File: config.mk
export PLATFORM = sky130hd
export DESIGN_NAME = commit_trace_top
export DESIGN_NICKNAME = d
export VERILOG_FILES = /design/src/rtl/core_cfg_pkg.sv /design/src/rtl/commit_trace_pkg.sv /design/src/rtl/commit_capture.sv /design/src/rtl/commit_trace_top.sv /design/src/rtl/trace_fifo.sv /design/src/rtl/trace_rr_arbiter.sv
export SDC_FILE = /design/constraint.sdc
export NUM_CORES = 2
export LEC_CHECK = 0
export CAP_MARGIN = 40
export CORE_MARGIN = 1
export CORE_UTILIZATION = 29
export CTS_CLUSTER_DIAMETER = 50
export DETAILED_ROUTE_END_ITERATION = 6
export DONT_BUFFER_PORTS = 1
export PLACE_DENSITY = 0.5
export SETUP_SLACK_MARGIN = 0.15
export SLEW_MARGIN = 15
export SYNTH_ARGS = -nofsm -noshare
export SYNTH_HDL_FRONTEND = slang
export SYNTH_HIERARCHICAL = 1
export SYNTH_SLANG_ARGS = --single-unit
File: constraint.sdc
create_clock -name clk_i -period 7.5 [get_ports clk_i]
set_input_delay 0.375 -clock clk_i [delete_from_list [all_inputs] [get_ports clk_i]]
set_output_delay 0.375 -clock clk_i [all_outputs]
set_load 0.02 [all_outputs]
File: src/rtl/core_cfg_pkg.sv
// core configuration
// widths and privilege encodings of the core whose commits are traced

package core_cfg_pkg;

  // ----------------------------------------
  // datapath widths
  // ----------------------------------------
  // cause register width
  localparam int unsigned XLEN   = 64;
  // virtual program counter
  localparam int unsigned VLEN   = 39;
  // instruction word or trap value as recorded
  localparam int unsigned TVAL_W = 32;

  // interrupt flag sits in the top bit of the cause
  localparam int unsigned IRQ_BIT = XLEN - 1;

  // ----------------------------------------
  // privilege levels
  // ----------------------------------------
  // 2'b10 is reserved by the privileged spec
  typedef enum logic [1:0] {
    PRIV_LVL_U = 2'b00,
    PRIV_LVL_S = 2'b01,
    PRIV_LVL_M = 2'b11
  } priv_lvl_t;

endpackage

File: src/rtl/commit_trace_pkg.sv
// commit trace definitions
// entry kinds, trace mode encoding and the record carried through the queues

package commit_trace_pkg;

  import core_cfg_pkg::*;

  // cycle stamp and drop counter width
  localparam int unsigned CYCLE_W = 32;

  // port index field sized for up to 8 commit ports
  localparam int unsigned PORT_IDX_W = 3;

  // what retired on a port
  typedef enum logic [1:0] {
    KIND_INSTR     = 2'b00,
    KIND_EXCEPTION = 2'b01,
    KIND_INTERRUPT = 2'b10
  } trace_kind_t;

  // debug mode overrides the privilege level
  typedef enum logic [1:0] {
    MODE_DEBUG      = 2'b00,
    MODE_MACHINE    = 2'b01,
    MODE_SUPERVISOR = 2'b10,
    MODE_USER       = 2'b11
  } trace_mode_t;

  // one trace record
  typedef struct packed {
    trace_kind_t           kind;
    trace_mode_t           mode;
    logic [PORT_IDX_W-1:0] port;
    logic [VLEN-1:0]       pc;
    logic [XLEN-1:0]       cause;
    logic [TVAL_W-1:0]     tval;
    logic [CYCLE_W-1:0]    cycle;
  } trace_entry_t;

endpackage

File: src/rtl/commit_capture.sv
`timescale 1ns/1ps
// commit capture
// classifies and timestamps each acknowledged commit and registers a push per port

module commit_capture import core_cfg_pkg::*, commit_trace_pkg::*; #(
  parameter int unsigned NrPorts = 2
) (
  input  logic                           clk_i,
  input  logic                           rst_ni,
  input  logic [NrPorts-1:0]             commit_ack_i,
  input  logic [NrPorts-1:0]             commit_ex_valid_i,
  input  logic [NrPorts-1:0][VLEN-1:0]   commit_pc_i,
  input  logic [NrPorts-1:0][XLEN-1:0]   commit_cause_i,
  input  logic [NrPorts-1:0][TVAL_W-1:0] commit_tval_i,
  input  priv_lvl_t                      priv_lvl_i,
  input  logic                           debug_mode_i,
  output logic [NrPorts-1:0]             push_o,
  output trace_entry_t [NrPorts-1:0]     entry_o
);

  logic [CYCLE_W-1:0]         cycle_q;
  trace_mode_t                mode;
  trace_entry_t [NrPorts-1:0] entry_d;
  trace_entry_t [NrPorts-1:0] entry_q;
  logic [NrPorts-1:0]         push_q;

  // free-running stamp that reads zero in the first cycle out of reset
  always_ff @(posedge clk_i or negedge rst_ni) begin
    if (!rst_ni) begin
      cycle_q <= '0;
    end else begin
      cycle_q <= cycle_q + 1'b1;
    end
  end

  // ----------------------------------------
  // classification
  // ----------------------------------------
  // mode is shared by all ports in a cycle
  always_comb begin
    if (debug_mode_i) begin
      mode = MODE_DEBUG;
    end else begin
      case (priv_lvl_i)
        PRIV_LVL_M: mode = MODE_MACHINE;
        PRIV_LVL_S: mode = MODE_SUPERVISOR;
        default:    mode = MODE_USER;
      endcase
    end
  end

  always_comb begin
    for (int i = 0; i < NrPorts; i++) begin
      // trap cause top bit splits interrupts from exceptions
      if (!commit_ex_valid_i[i]) begin
        entry_d[i].kind = KIND_INSTR;
      end else if (commit_cause_i[i][IRQ_BIT]) begin
        entry_d[i].kind = KIND_INTERRUPT;
      end else begin
        entry_d[i].kind = KIND_EXCEPTION;
      end
      entry_d[i].mode  = mode;
      entry_d[i].port  = PORT_IDX_W'(i);
      entry_d[i].pc    = commit_pc_i[i];
      entry_d[i].cause = commit_cause_i[i];
      entry_d[i].tval  = commit_tval_i[i];
      entry_d[i].cycle = cycle_q;
    end
  end

  // ----------------------------------------
  // output registers
  // ----------------------------------------
  always_ff @(posedge clk_i or negedge rst_ni) begin
    if (!rst_ni) begin
      push_q <= '0;
    end else begin
      push_q <= commit_ack_i;
    end
  end

  // payload only loads on an ack
  always_ff @(posedge clk_i) begin
    for (int i = 0; i < NrPorts; i++) begin
      if (commit_ack_i[i]) begin
        entry_q[i] <= entry_d[i];
      end
    end
  end

  assign push_o  = push_q;
  assign entry_o = entry_q;

endmodule

File: src/rtl/commit_trace_top.sv
`timescale 1ns/1ps
// commit trace top level
// capture stage, one trace queue per commit port and the round-robin merge

module commit_trace_top import core_cfg_pkg::*, commit_trace_pkg::*; #(
  parameter int unsigned NrPorts    = 2,
  parameter int unsigned TraceDepth = 4
) (
  input  logic                           clk_i,
  input  logic                           rst_ni,
  // commit ports
  input  logic [NrPorts-1:0]             commit_ack_i,
  input  logic [NrPorts-1:0]             commit_ex_valid_i,
  input  logic [NrPorts-1:0][VLEN-1:0]   commit_pc_i,
  input  logic [NrPorts-1:0][XLEN-1:0]   commit_cause_i,
  input  logic [NrPorts-1:0][TVAL_W-1:0] commit_tval_i,
  input  priv_lvl_t                      priv_lvl_i,
  input  logic                           debug_mode_i,
  // merged trace
  output logic                           trace_valid_o,
  output trace_entry_t                   trace_entry_o,
  output logic [CYCLE_W-1:0]             drop_count_o
);

  logic [NrPorts-1:0]         push;
  trace_entry_t [NrPorts-1:0] entry;
  logic [NrPorts-1:0]         not_empty;
  trace_entry_t [NrPorts-1:0] head;
  logic [NrPorts-1:0]         pop;
  logic [NrPorts-1:0]         drop;

  // ----------------------------------------
  // capture
  // ----------------------------------------
  commit_capture #(
    .NrPorts ( NrPorts )
  ) u_capture (
    .clk_i             ( clk_i             ),
    .rst_ni            ( rst_ni            ),
    .commit_ack_i      ( commit_ack_i      ),
    .commit_ex_valid_i ( commit_ex_valid_i ),
    .commit_pc_i       ( commit_pc_i       ),
    .commit_cause_i    ( commit_cause_i    ),
    .commit_tval_i     ( commit_tval_i     ),
    .priv_lvl_i        ( priv_lvl_i        ),
    .debug_mode_i      ( debug_mode_i      ),
    .push_o            ( push              ),
    .entry_o           ( entry             )
  );

  // ----------------------------------------
  // per-port queues
  // ----------------------------------------
  for (genvar i = 0; i < NrPorts; i++) begin : gen_port
    trace_fifo #(
      .TraceDepth ( TraceDepth )
    ) u_fifo (
      .clk_i       ( clk_i        ),
      .rst_ni      ( rst_ni       ),
      .push_i      ( push[i]      ),
      .entry_i     ( entry[i]     ),
      .pop_i       ( pop[i]       ),
      .head_o      ( head[i]      ),
      .not_empty_o ( not_empty[i] ),
      .drop_o      ( drop[i]      )
    );
  end

  // merge onto the single trace output
  trace_rr_arbiter #(
    .NrPorts ( NrPorts )
  ) u_arb (
    .clk_i         ( clk_i         ),
    .rst_ni        ( rst_ni        ),
    .req_i         ( not_empty     ),
    .head_i        ( head          ),
    .drop_i        ( drop          ),
    .pop_o         ( pop           ),
    .trace_valid_o ( trace_valid_o ),
    .trace_entry_o ( trace_entry_o ),
    .drop_count_o  ( drop_count_o  )
  );

endmodule

File: src/rtl/trace_fifo.sv
`timescale 1ns/1ps
// trace queue
// first-word-fall-through circular buffer that drops and flags pushes when full

module trace_fifo import commit_trace_pkg::*; #(
  parameter int unsigned TraceDepth = 4
) (
  input  logic         clk_i,
  input  logic         rst_ni,
  input  logic         push_i,
  input  trace_entry_t entry_i,
  input  logic         pop_i,
  output trace_entry_t head_o,
  output logic         not_empty_o,
  output logic         drop_o
);

  localparam int unsigned PtrW = (TraceDepth > 1) ? $clog2(TraceDepth) : 1;
  localparam int unsigned CntW = $clog2(TraceDepth + 1);

  trace_entry_t    mem_q [TraceDepth];
  logic [PtrW-1:0] rd_ptr_q;
  logic [PtrW-1:0] wr_ptr_q;
  logic [CntW-1:0] count_q;
  logic            full;
  logic            empty;
  logic            do_push;
  logic            do_pop;

  // wrap at the last slot
  function automatic logic [PtrW-1:0] next_ptr(input logic [PtrW-1:0] ptr);
    return (ptr == PtrW'(TraceDepth - 1)) ? '0 : ptr + 1'b1;
  endfunction

  assign full  = (count_q == CntW'(TraceDepth));
  assign empty = (count_q == '0);

  // a pop frees the slot, so push and pop on a full queue both go through
  assign do_pop  = pop_i & ~empty;
  assign do_push = push_i & (~full | do_pop);
  assign drop_o  = push_i & full & ~do_pop;

  always_ff @(posedge clk_i or negedge rst_ni) begin
    if (!rst_ni) begin
      rd_ptr_q <= '0;
      wr_ptr_q <= '0;
      count_q  <= '0;
    end else begin
      if (do_push) begin
        wr_ptr_q <= next_ptr(wr_ptr_q);
      end
      if (do_pop) begin
        rd_ptr_q <= next_ptr(rd_ptr_q);
      end
      case ({do_push, do_pop})
        2'b10:   count_q <= count_q + 1'b1;
        2'b01:   count_q <= count_q - 1'b1;
        default: count_q <= count_q;
      endcase
    end
  end

  // storage
  always_ff @(posedge clk_i) begin
    if (do_push) begin
      mem_q[wr_ptr_q] <= entry_i;
    end
  end

  assign head_o      = mem_q[rd_ptr_q];
  assign not_empty_o = ~empty;

endmodule

File: src/rtl/trace_rr_arbiter.sv
`timescale 1ns/1ps
// trace arbiter
// round-robin merge of the port queues onto one registered trace output

module trace_rr_arbiter import commit_trace_pkg::*; #(
  parameter int unsigned NrPorts = 2
) (
  input  logic                       clk_i,
  input  logic                       rst_ni,
  input  logic [NrPorts-1:0]         req_i,
  input  trace_entry_t [NrPorts-1:0] head_i,
  input  logic [NrPorts-1:0]         drop_i,
  output logic [NrPorts-1:0]         pop_o,
  output logic                       trace_valid_o,
  output trace_entry_t               trace_entry_o,
  output logic [CYCLE_W-1:0]         drop_count_o
);

  localparam int unsigned IdxW = (NrPorts > 1) ? $clog2(NrPorts) : 1;
  localparam int unsigned SumW = $clog2(NrPorts + 1);

  logic [IdxW-1:0]    last_q;
  logic [IdxW-1:0]    gnt_idx;
  logic               gnt_valid;
  logic               trace_valid_q;
  trace_entry_t       trace_entry_q;
  logic [SumW-1:0]    drop_sum;
  logic [CYCLE_W:0]   drop_next;
  logic [CYCLE_W-1:0] drop_count_q;

  // ----------------------------------------
  // grant
  // ----------------------------------------
  // search starts one above the last grant and wraps
  always_comb begin
    int unsigned cand;
    gnt_valid = 1'b0;
    gnt_idx   = last_q;
    for (int unsigned k = 1; k <= NrPorts; k++) begin
      cand = (last_q + k) % NrPorts;
      if (!gnt_valid && req_i[cand]) begin
        gnt_valid = 1'b1;
        gnt_idx   = IdxW'(cand);
      end
    end
  end

  always_comb begin
    pop_o = '0;
    if (gnt_valid) begin
      pop_o[gnt_idx] = 1'b1;
    end
  end

  // ----------------------------------------
  // drop accounting
  // ----------------------------------------
  always_comb begin
    drop_sum = '0;
    for (int i = 0; i < NrPorts; i++) begin
      drop_sum = drop_sum + SumW'(drop_i[i]);
    end
    drop_next = {1'b0, drop_count_q} + (CYCLE_W + 1)'(drop_sum);
  end

  // port 0 wins the first pick after reset
  always_ff @(posedge clk_i or negedge rst_ni) begin
    if (!rst_ni) begin
      last_q        <= IdxW'(NrPorts - 1);
      trace_valid_q <= 1'b0;
      drop_count_q  <= '0;
    end else begin
      trace_valid_q <= gnt_valid;
      if (gnt_valid) begin
        last_q <= gnt_idx;
      end
      // saturate on carry out
      if (drop_next[CYCLE_W]) begin
        drop_count_q <= '1;
      end else begin
        drop_count_q <= drop_next[CYCLE_W-1:0];
      end
    end
  end

  always_ff @(posedge clk_i) begin
    if (gnt_valid) begin
      trace_entry_q <= head_i[gnt_idx];
    end
  end

  assign trace_valid_o = trace_valid_q;
  assign trace_entry_o = trace_entry_q;
  assign drop_count_o  = drop_count_q;

endmodule

# After elaboration in Yosys (flattened, before gate mapping)

Memory sizes are Yosys's and may differ from the RTL's.
Index checks and enable logic that the tools add are counted.

Register bits after elaboration: 598
Latch bits: 0
Bits in writable memories: 1368
ROM bits: 0
Input bits: 279
Output and inout port bits: 207
Word-level logic and storage cells: 112
Memories kept: 2

Add/subtract/negate cells: 13
Multiply operators: 0
Div/mod/pow operators: 0
Order comparisons: 4
Equal/unequal tests: 12
Shift-type cells: 0
Multiplexer cells: 28
Bitwise gates (word level): 16
Reduce and logical (&&, ||, !) cells: 7

Memories:

| memory                   | depth | bits a word | rd ports | clocked after Yosys merged registers in | write ports | RTL line         | RTL |
|---|---|---|---|---|---|---|---|
| gen_port[0].u_fifo.mem_q | 4     | 171         | 1        | 0                                       | 1           | trace_fifo.sv:21 | `trace_entry_t mem_q [TraceDepth];` |
| gen_port[1].u_fifo.mem_q | 4     | 171         | 1        | 0                                       | 1           | trace_fifo.sv:21 |  |

Operators with widths:

| operator                                           | count |
|---|---|
| two-way mux 174 bit                                | 2 |
| adder 32 x 2 -> 33 bit                             | 1 |
| adder 32 x 1 -> 32 bit, second input constant      | 1 |
| two-way mux 32 bit                                 | 1 |
| two-way mux 2 bit                                  | 8 |
| == test 2 bit, second input constant               | 7 |
| two-way mux 1 bit                                  | 13 |
| one-hot mux 3 bit (2 select lines)                 | 2 |
| adder 2 x 1 -> 2 bit, second input constant        | 4 |
| bitwise AND 1 bit                                  | 8 |
| adder 3 x 1 -> 3 bit, second input constant        | 2 |
| == test 2 x 1 -> 1 bit, second input constant      | 3 |
| == test 3 bit, second input constant               | 2 |
| logical NOT 3 bit                                  | 2 |
| < comparator 1 x 2 -> 1 bit, second input constant | 3 |
| inverter 1 bit                                     | 6 |
| subtractor 3 x 1 -> 3 bit, second input constant   | 2 |
| one-hot mux 2 bit (2 select lines)                 | 1 |
| nonzero test 2 bit                                 | 2 |
| adder 1 bit, second input constant                 | 2 |
| adder 1 x 1 -> 2 bit                               | 1 |
| logical AND 1 bit                                  | 2 |
| bitwise OR 1 bit                                   | 2 |
| demux 1 bit (select 1 bit)                         | 1 |
| 2 further kinds                                    | 2 |

# Longest topological paths before layout

Word-level depth: 19
Gate-level depth with buffers: 18
Mapped depth without buffers: 16

# Hierarchy

The synthesis kept the hierarchy.

By module, submodules not included:

| module                          | times used | cells each | area an instance (µm²) | sequential area each (µm²) |
|---|---|---|---|---|
| trace_fifo (gen_port[0].u_fifo) | 1          | 958        | 25637.1                | 21075.2 |
| trace_fifo (gen_port[1].u_fifo) | 1          | 962        | 25538.2                | 21075.2 |
| commit_capture                  | 1          | 484        | 11827.6                | 11120.7 |
| trace_rr_arbiter                | 1          | 918        | 9068.7                 | 6077.1 |

# Worst setup path after synthesis

Ideal clock, no wire load.

Path kind: reg-to-reg
Start: register gen_port[1].u_fifo.count_q[2]
End: memory gen_port[0].u_fifo/mem_q[0][0] (netlist name), enable pin
Library setup time: 0.556 ns
Data arrival time: 7.490 ns
Required time: 6.944 ns
Path slack: -0.545 ns
Stages on the path, launching flop included: 7
Buffers on the path: 0
Period minus slack after synthesis: 8.045 ns
Path through: dfrtp_1 -> or3_1 -> or2_2 -> and2_1 -> nor4b_2 -> nor2b_2 -> and2_1

Elaborated cells on any way between the ends: 23
Classes of those cells: order compare (2); mux (13); bitwise (4); reduce/logical (4)

RTL lines:

| element                                              | RTL line               | RTL |
|---|---|---|
| from (decl)                                          | trace_fifo.sv:24       | `logic [CntW-1:0] count_q;` |
| from (signal assigned)                               | trace_fifo.sv:56       | `2'b10: count_q <= count_q + 1'b1;` |
| from (signal assigned)                               | trace_fifo.sv:57       | `2'b01: count_q <= count_q - 1'b1;` |
| from (signal assigned)                               | trace_fifo.sv:58       | `default: count_q <= count_q;` |
| logical NOT 3 bit *                                  | trace_fifo.sv:36       | `assign empty = (count_q == '0);` |
| inverter 1 bit *                                     | trace_fifo.sv:71       | `assign not_empty_o = ~empty;` |
| named net not_empty[1]                               | commit_trace_top.sv:27 | `logic [NrPorts-1:0] not_empty;` |
| two-way mux 1 bit (implied by the code) (2 in a row) | trace_rr_arbiter.sv:41 | `if (!gnt_valid && req_i[cand]) begin` |
| two-way mux 1 bit                                    | trace_rr_arbiter.sv:41 |  |
| logical NOT 1 bit                                    | trace_rr_arbiter.sv:41 |  |
| logical AND 1 bit                                    | trace_rr_arbiter.sv:41 |  |
| two-way mux 1 bit *                                  | trace_rr_arbiter.sv:41 |  |
| named net u_arb.gnt_valid                            | trace_rr_arbiter.sv:24 | `logic gnt_valid;` |
| two-way mux 2 bit *                                  | trace_rr_arbiter.sv:50 | `if (gnt_valid) begin` |
| named net pop[0]                                     | commit_trace_top.sv:29 | `logic [NrPorts-1:0] pop;` |
| bitwise AND 1 bit *                                  | trace_fifo.sv:39       | `assign do_pop = pop_i & ~empty;` |
| bitwise OR 1 bit *                                   | trace_fifo.sv:40       | `assign do_push = push_i & (~full \| do_pop);` |
| bitwise AND 1 bit *                                  | trace_fifo.sv:40       |  |
| two-way mux 1 bit *                                  | trace_fifo.sv:65       | `if (do_push) begin` |
| two-way mux 1 bit (implied by the code) *            | trace_fifo.sv:66       | `mem_q[wr_ptr_q] <= entry_i;` |
| to (decl)                                            | trace_fifo.sv:21       |  |

Mark *: on every way through the listed nets, which the timed path passes. The rest lies on a longest branch. The select of a mux whose other input is x is not followed.

# Worst setup path in the final report

Start: register gen_port[1].u_fifo.count_q[0]
End: register u_arb.drop_count_q[26], in the netlist u_arb/drop_count_o[26]

Elaborated cells on any way between the ends: 29
Classes of those cells: add/sub (2); order compare (2); eq/ne (1); mux (12); bitwise (8); reduce/logical (4)

RTL lines:

| element                                              | RTL line               | RTL |
|---|---|---|
| logical NOT 3 bit *                                  | trace_fifo.sv:36       |  |
| inverter 1 bit *                                     | trace_fifo.sv:71       |  |
| named net not_empty[1]                               | commit_trace_top.sv:27 |  |
| two-way mux 1 bit (implied by the code) (2 in a row) | trace_rr_arbiter.sv:41 |  |
| two-way mux 1 bit                                    | trace_rr_arbiter.sv:41 |  |
| logical NOT 1 bit                                    | trace_rr_arbiter.sv:41 |  |
| logical AND 1 bit                                    | trace_rr_arbiter.sv:41 |  |
| two-way mux 1 bit *                                  | trace_rr_arbiter.sv:41 |  |
| named net u_arb.gnt_valid                            | trace_rr_arbiter.sv:24 |  |
| [1 not listed]                                       | -                      |  |
| named net pop[0]                                     | commit_trace_top.sv:29 |  |
| bitwise AND 1 bit *                                  | trace_fifo.sv:39       |  |
| inverter 1 bit *                                     | trace_fifo.sv:41       | `assign drop_o = push_i & full & ~do_pop;` |
| bitwise AND 1 bit *                                  | trace_fifo.sv:41       |  |
| named net drop[0]                                    | commit_trace_top.sv:30 | `logic [NrPorts-1:0] drop;` |
| adder 1 x 1 -> 2 bit *                               | trace_rr_arbiter.sv:61 | `drop_sum = drop_sum + SumW'(drop_i[i]);` |
| adder 32 x 2 -> 33 bit *                             | trace_rr_arbiter.sv:63 | `drop_next = {1'b0, drop_count_q} + (CYCLE_W + 1)'(drop_sum);` |
| two-way mux 32 bit *                                 | trace_rr_arbiter.sv:78 | `if (drop_next[CYCLE_W]) begin` |
| to (signal assigned)                                 | trace_rr_arbiter.sv:81 | `drop_count_q <= drop_next[CYCLE_W-1:0];` |
| to (decl)                                            | trace_rr_arbiter.sv:29 | `logic [CYCLE_W-1:0] drop_count_q;` |

Marked as above.
A chain may end at the register's enable or synchronous reset.

==> results list <==
* Run status: complete, no violations
- Most common cell after layout, fill and taps aside: sky130_fd_sc_hd__edfxtp_1
* Cells after synthesis: between 3000 and 4000
- Fraction of power spent switching nets: 31.7%
* GR Util All Layers: 14.1%
- Summed negative setup slack over all endpoints: 0 ns
* Most used flip-flop cell after synthesis: sky130_fd_sc_hd__edfxtp_1
- Routability-driven placement finished with a final weighted congestion of slightly above 0.7.
- Floorplan die width: 501 µm
- Core area: 246000 µm²
- Entering global routing, the biggest net connects 173 pins.
- The H-tree was split into 4 levels.
- Most frequent cells in the layout: sky130_fd_sc_hd__edfxtp_1 (1908), sky130_fd_sc_hd__nand2_1 (572), sky130_fd_sc_hd__mux4_2 (348)
- Critical path capture point type: register
* DRT antenna net count: 0
- Dominant cell type by area after synthesis: sky130_fd_sc_hd__edfxtp_1
* Number of search-and-repair iterations in the first detailed-routing pass: 5
- Sequential standard cell area: 59400 µm²
* Number of antenna violations at the first check in global routing: 27
* Clock tree from TritonCTS: built
- Summing all placed instances gives a cell area of 76200 µm².
- In this run the worst hold path is classified as input pin to register.
* Number of buffers and inverters on the critical path: 2
- PD cells: 413 nW/µm²
* PostCTS Resize Cnt: 0
* Full die area: 251000 µm²
- Worst-Skew Late Latency: 0.88 ns
* Clock power frac: 31.2%
* Category of the critical setup timing path: register to register
- In this run, post-CTS hold repair placed 288 buffers.
- Final total power: 36.0 mW
* GR Overflow Total: 0
* Leakage dissipation: about 29 nW
- Measured slew at the worst slew-check pin: 1.04 ns
- Average vias per placed instance: 4.55
- Relative to the synthesized area, the layout overhead comes to 20.9%.
- On the critical path the largest part of the delay comes from simple AND/OR/NAND/NOR gates.
* Share of the synthesized area in the top cell type: around 79%
- Post-CTS setup buffer count: 0
* Remaining design rule violation count: 0
- Internal power of the cells: 24.6 mW
- The final count of pins violating max slew is 0.
- Setup skew after layout: 0.0724 ns
- TritonCTS buffer count: 234
- For this run, the top clock speed supported by timing is just over 200 MHz.
- Post-synth EDFFs: 1908
- For this run, the register share of the synthesized area comes to 82.3%.
* Data arrival time of the worst path: 5.65 ns
* Worst path setup slack after routing: roughly 2.6 ns
* Library cell contributing the largest single delay on the critical path: sky130_fd_sc_hd__nor4_1
* Wire length of the first global-routing pass: ~250 mm
* Clock Tree Root: sky130_fd_sc_hd__clkbuf_16
* Maximum cell stage delay along the critical path: 0.66 ns
- Setup repair after global routing left no endpoint under its margin.
* Detailed-route via count: 33200
- The number of global-route vias before repair is 34500.
* Combined area of the multi-input logic cells: 12000 µm²
- Counting flops with an async set or reset pin after synthesis yields a share of 4.12%.
- The number of different library cells used by synthesis comes to 59.
- The die is 501 µm tall.
* Post-synthesis average cell area: 21.7 µm²
- The final number of hold-violating endpoints came to 0.
- Sorting the synthesized cells by area gives the leading types as sky130_fd_sc_hd__edfxtp_1 (79%), sky130_fd_sc_hd__mux4_2 (11%), sky130_fd_sc_hd__nand2_1 (3.0%).
- The first routing iteration left 2525 violations.
- Aggregate routed wire length: 177 mm
- Layout cell share with drive strength beyond 1: a little over 20%
- Initial Util: 29.3%
- Data required, critical path: 8.25 ns
- Post-detail-place hpwl: 96.8 mm
- Fraction of power consumed by combinational cells: 21.9%
- Dividing the detail-routed wire length by the instance count gives 24.2 µm.
* Ratio of final minimum period to clock period: 65.2%
- Number of setup violations in the final report: 0
- Of all nets on the critical path, the largest fanout is 31.
* Quantity of I/O buffers inserted on ports: 0
- The clock passes through at most 3 buffers.
- VDD sags by at most 313 µV.
- I/O pin cnt: 486
- Counting the fill cells in the layout gives 22900.
- The finished layout holds 7303 standard cells, fillers aside.
- Worst slew slack as a fraction of its limit: roughly 31%
- The clock period could shrink to around 5 ns.
* Net switching power of the design: 11.4 mW
- Final #Nets: roughly 4100
- Yosys printed 6 warnings.
- In this run, synthesis produced a sequential element count of approximately 2000.
- Traced cell by cell, the critical path runs through or3_1 -> or2_4 -> and2_1 -> nor4b_2 -> and2_1 -> inv_1 -> fa_1 -> inv_1 -> ha_1 -> nand3_1 -> nor4_1 -> nand2_1 -> nor2_1 -> mux2_2.
* Pre-CTS worst setup slack: between 2 and 3 ns
- Maxcap violations: 0
- Clock tree synthesis found a total of between 1500 and 2000 sinks.
* Clock slew seen by the registers of the worst setup and hold paths: 0.06 ns
* # placed instances: roughly 6500
- Registers are responsible for 46.8% of the overall power.
- Netlist area before placement: slightly above 70000 µm²
- After routing the design area is 87100 µm².
* CP Launch Type: register
- Row Count: about 180
## logic make-up (layout without fill, tap and decap cells)
kind of cell	count (synthesis)	after routing	synth area share, %
AO/OA/AOI/OAI	24	24	0.234
XOR/XNOR	55	55	0.668
adder cells (fa/ha/maj)	15	15	0.292
buffers and inverters	154	802	1.15
flip-flops	1990	1990	82.3
multiplexers	361	361	11.1
other	2	23	0.0104
AND/OR/NAND/NOR	721	721	4.23
## stage by stage
step	utilization [%]	hold slack, ns
floorplan	-	0.0794
global placement	30.9	0.0842
detailed placement	30.9	0.0852
CTS	35.3	0.0000860
global route	35.4	0.0258
finish	35.4	0.114
## routing by layer
| metal | GRT usage [%] | vias up | share of wire [%] |
|---|---|---|---|
| li1 | - | 14200 | - |
| met1 | 19.5 | 17800 | 45 |
| met2 | 22.0 | 957 | 46 |
| met3 | 3.42 | 259 | 6.3 |
| met4 | 3.58 | 22 | 1.9 |
| met5 | 0 | - | 0.082 |
## path summary, 6_finish.rpt
kind / startpoint / to / slack, ns / cells after the start
worst max-delay path: gen_port[1].u_fifo/count_q[0]$_DFFE_PN0P_ / u_arb/drop_count_o[26]$_DFF_PN0_ / 2.61 / 14
worst min-delay path: commit_tval_i[17] / u_capture/entry_o[49]$_DFFE_PP_ / 0.11 / 1
worst max register to register: gen_port[1].u_fifo/count_q[0]$_DFFE_PN0P_ / u_arb/drop_count_o[26]$_DFF_PN0_ / 2.61 / 14
worst min register to register: u_capture/entry_o[24]$_DFFE_PP_ / gen_port[0].u_fifo/mem_q[3][24]$_DFFE_PP_ / 0.42 / 0
max in group asynchronous: rst_ni / u_capture/cycle_q[23]$_DFF_PN0_ / 6.96 / 2
min in group asynchronous: rst_ni / u_capture/cycle_q[13]$_DFF_PN0_ / 0.17 / 2
## cell type report
type                    instances  area share (%)
repair buffers                338            4.28
multi-input cells            1182            13.7
clock inverters               176            2.05
diodes                         17          0.0488
inverters                      22           0.103
flip-flops and latches       1990            68.1
clock buffers                 266            6.92
well taps                    3312            4.76
## cell usage after synthesis, types with 15 or more instances
library cell and instances:
sky130_fd_sc_hd__edfxtp_1 1908, sky130_fd_sc_hd__nand2_1 572, sky130_fd_sc_hd__mux4_2 348, sky130_fd_sc_hd__dfrtp_1 81, sky130_fd_sc_hd__clkbuf_1 41, sky130_fd_sc_hd__buf_2 36, sky130_fd_sc_hd__xnor2_1 33, sky130_fd_sc_hd__nand3_1 27
sky130_fd_sc_hd__nor2_1 25, sky130_fd_sc_hd__inv_1 22, sky130_fd_sc_hd__xor2_1 22, sky130_fd_sc_hd__buf_1 20, sky130_fd_sc_hd__buf_6 19, sky130_fd_sc_hd__nand4_1 17, sky130_fd_sc_hd__buf_4 16, sky130_fd_sc_hd__nor3_1 15
## worst reg2reg max path: cells and delay by family (launching register included)
kind	cells	cell delay, ns
fa+ha+maj	2	0.70
mux	1	0.34
flops	1	0.43
simple gates	9	3.15
buf+inv	2	0.16
## flip-flops by register name (all words and copies together), names as in the netlist, 2 cells and up
signal and flops:
u_capture/cycle_q 32, u_arb/trace_entry_o 174, u_arb/drop_count_o 32, gen_port.u_fifo/wr_ptr_q 4, u_capture/push_o 2, gen_port.u_fifo/rd_ptr_q 4
u_capture/entry_o 342, gen_port.u_fifo/count_q 6, gen_port.u_fifo/mem_q 1392
## power by group through the flow
stage | combinational, mW | clock [mW] | sequential, mW
global placement | 7.82 | 0 | 17.1
detailed placement | 7.91 | 0 | 17.1
floorplan | 5.26 | 0 | 16.6
CTS | 8.17 | 11.6 | 16.9
global route | 8.62 | 12.0 | 17.1
finish | 7.88 | 11.2 | 16.8
No activity file was read; power rests on OpenSTA's default activity.
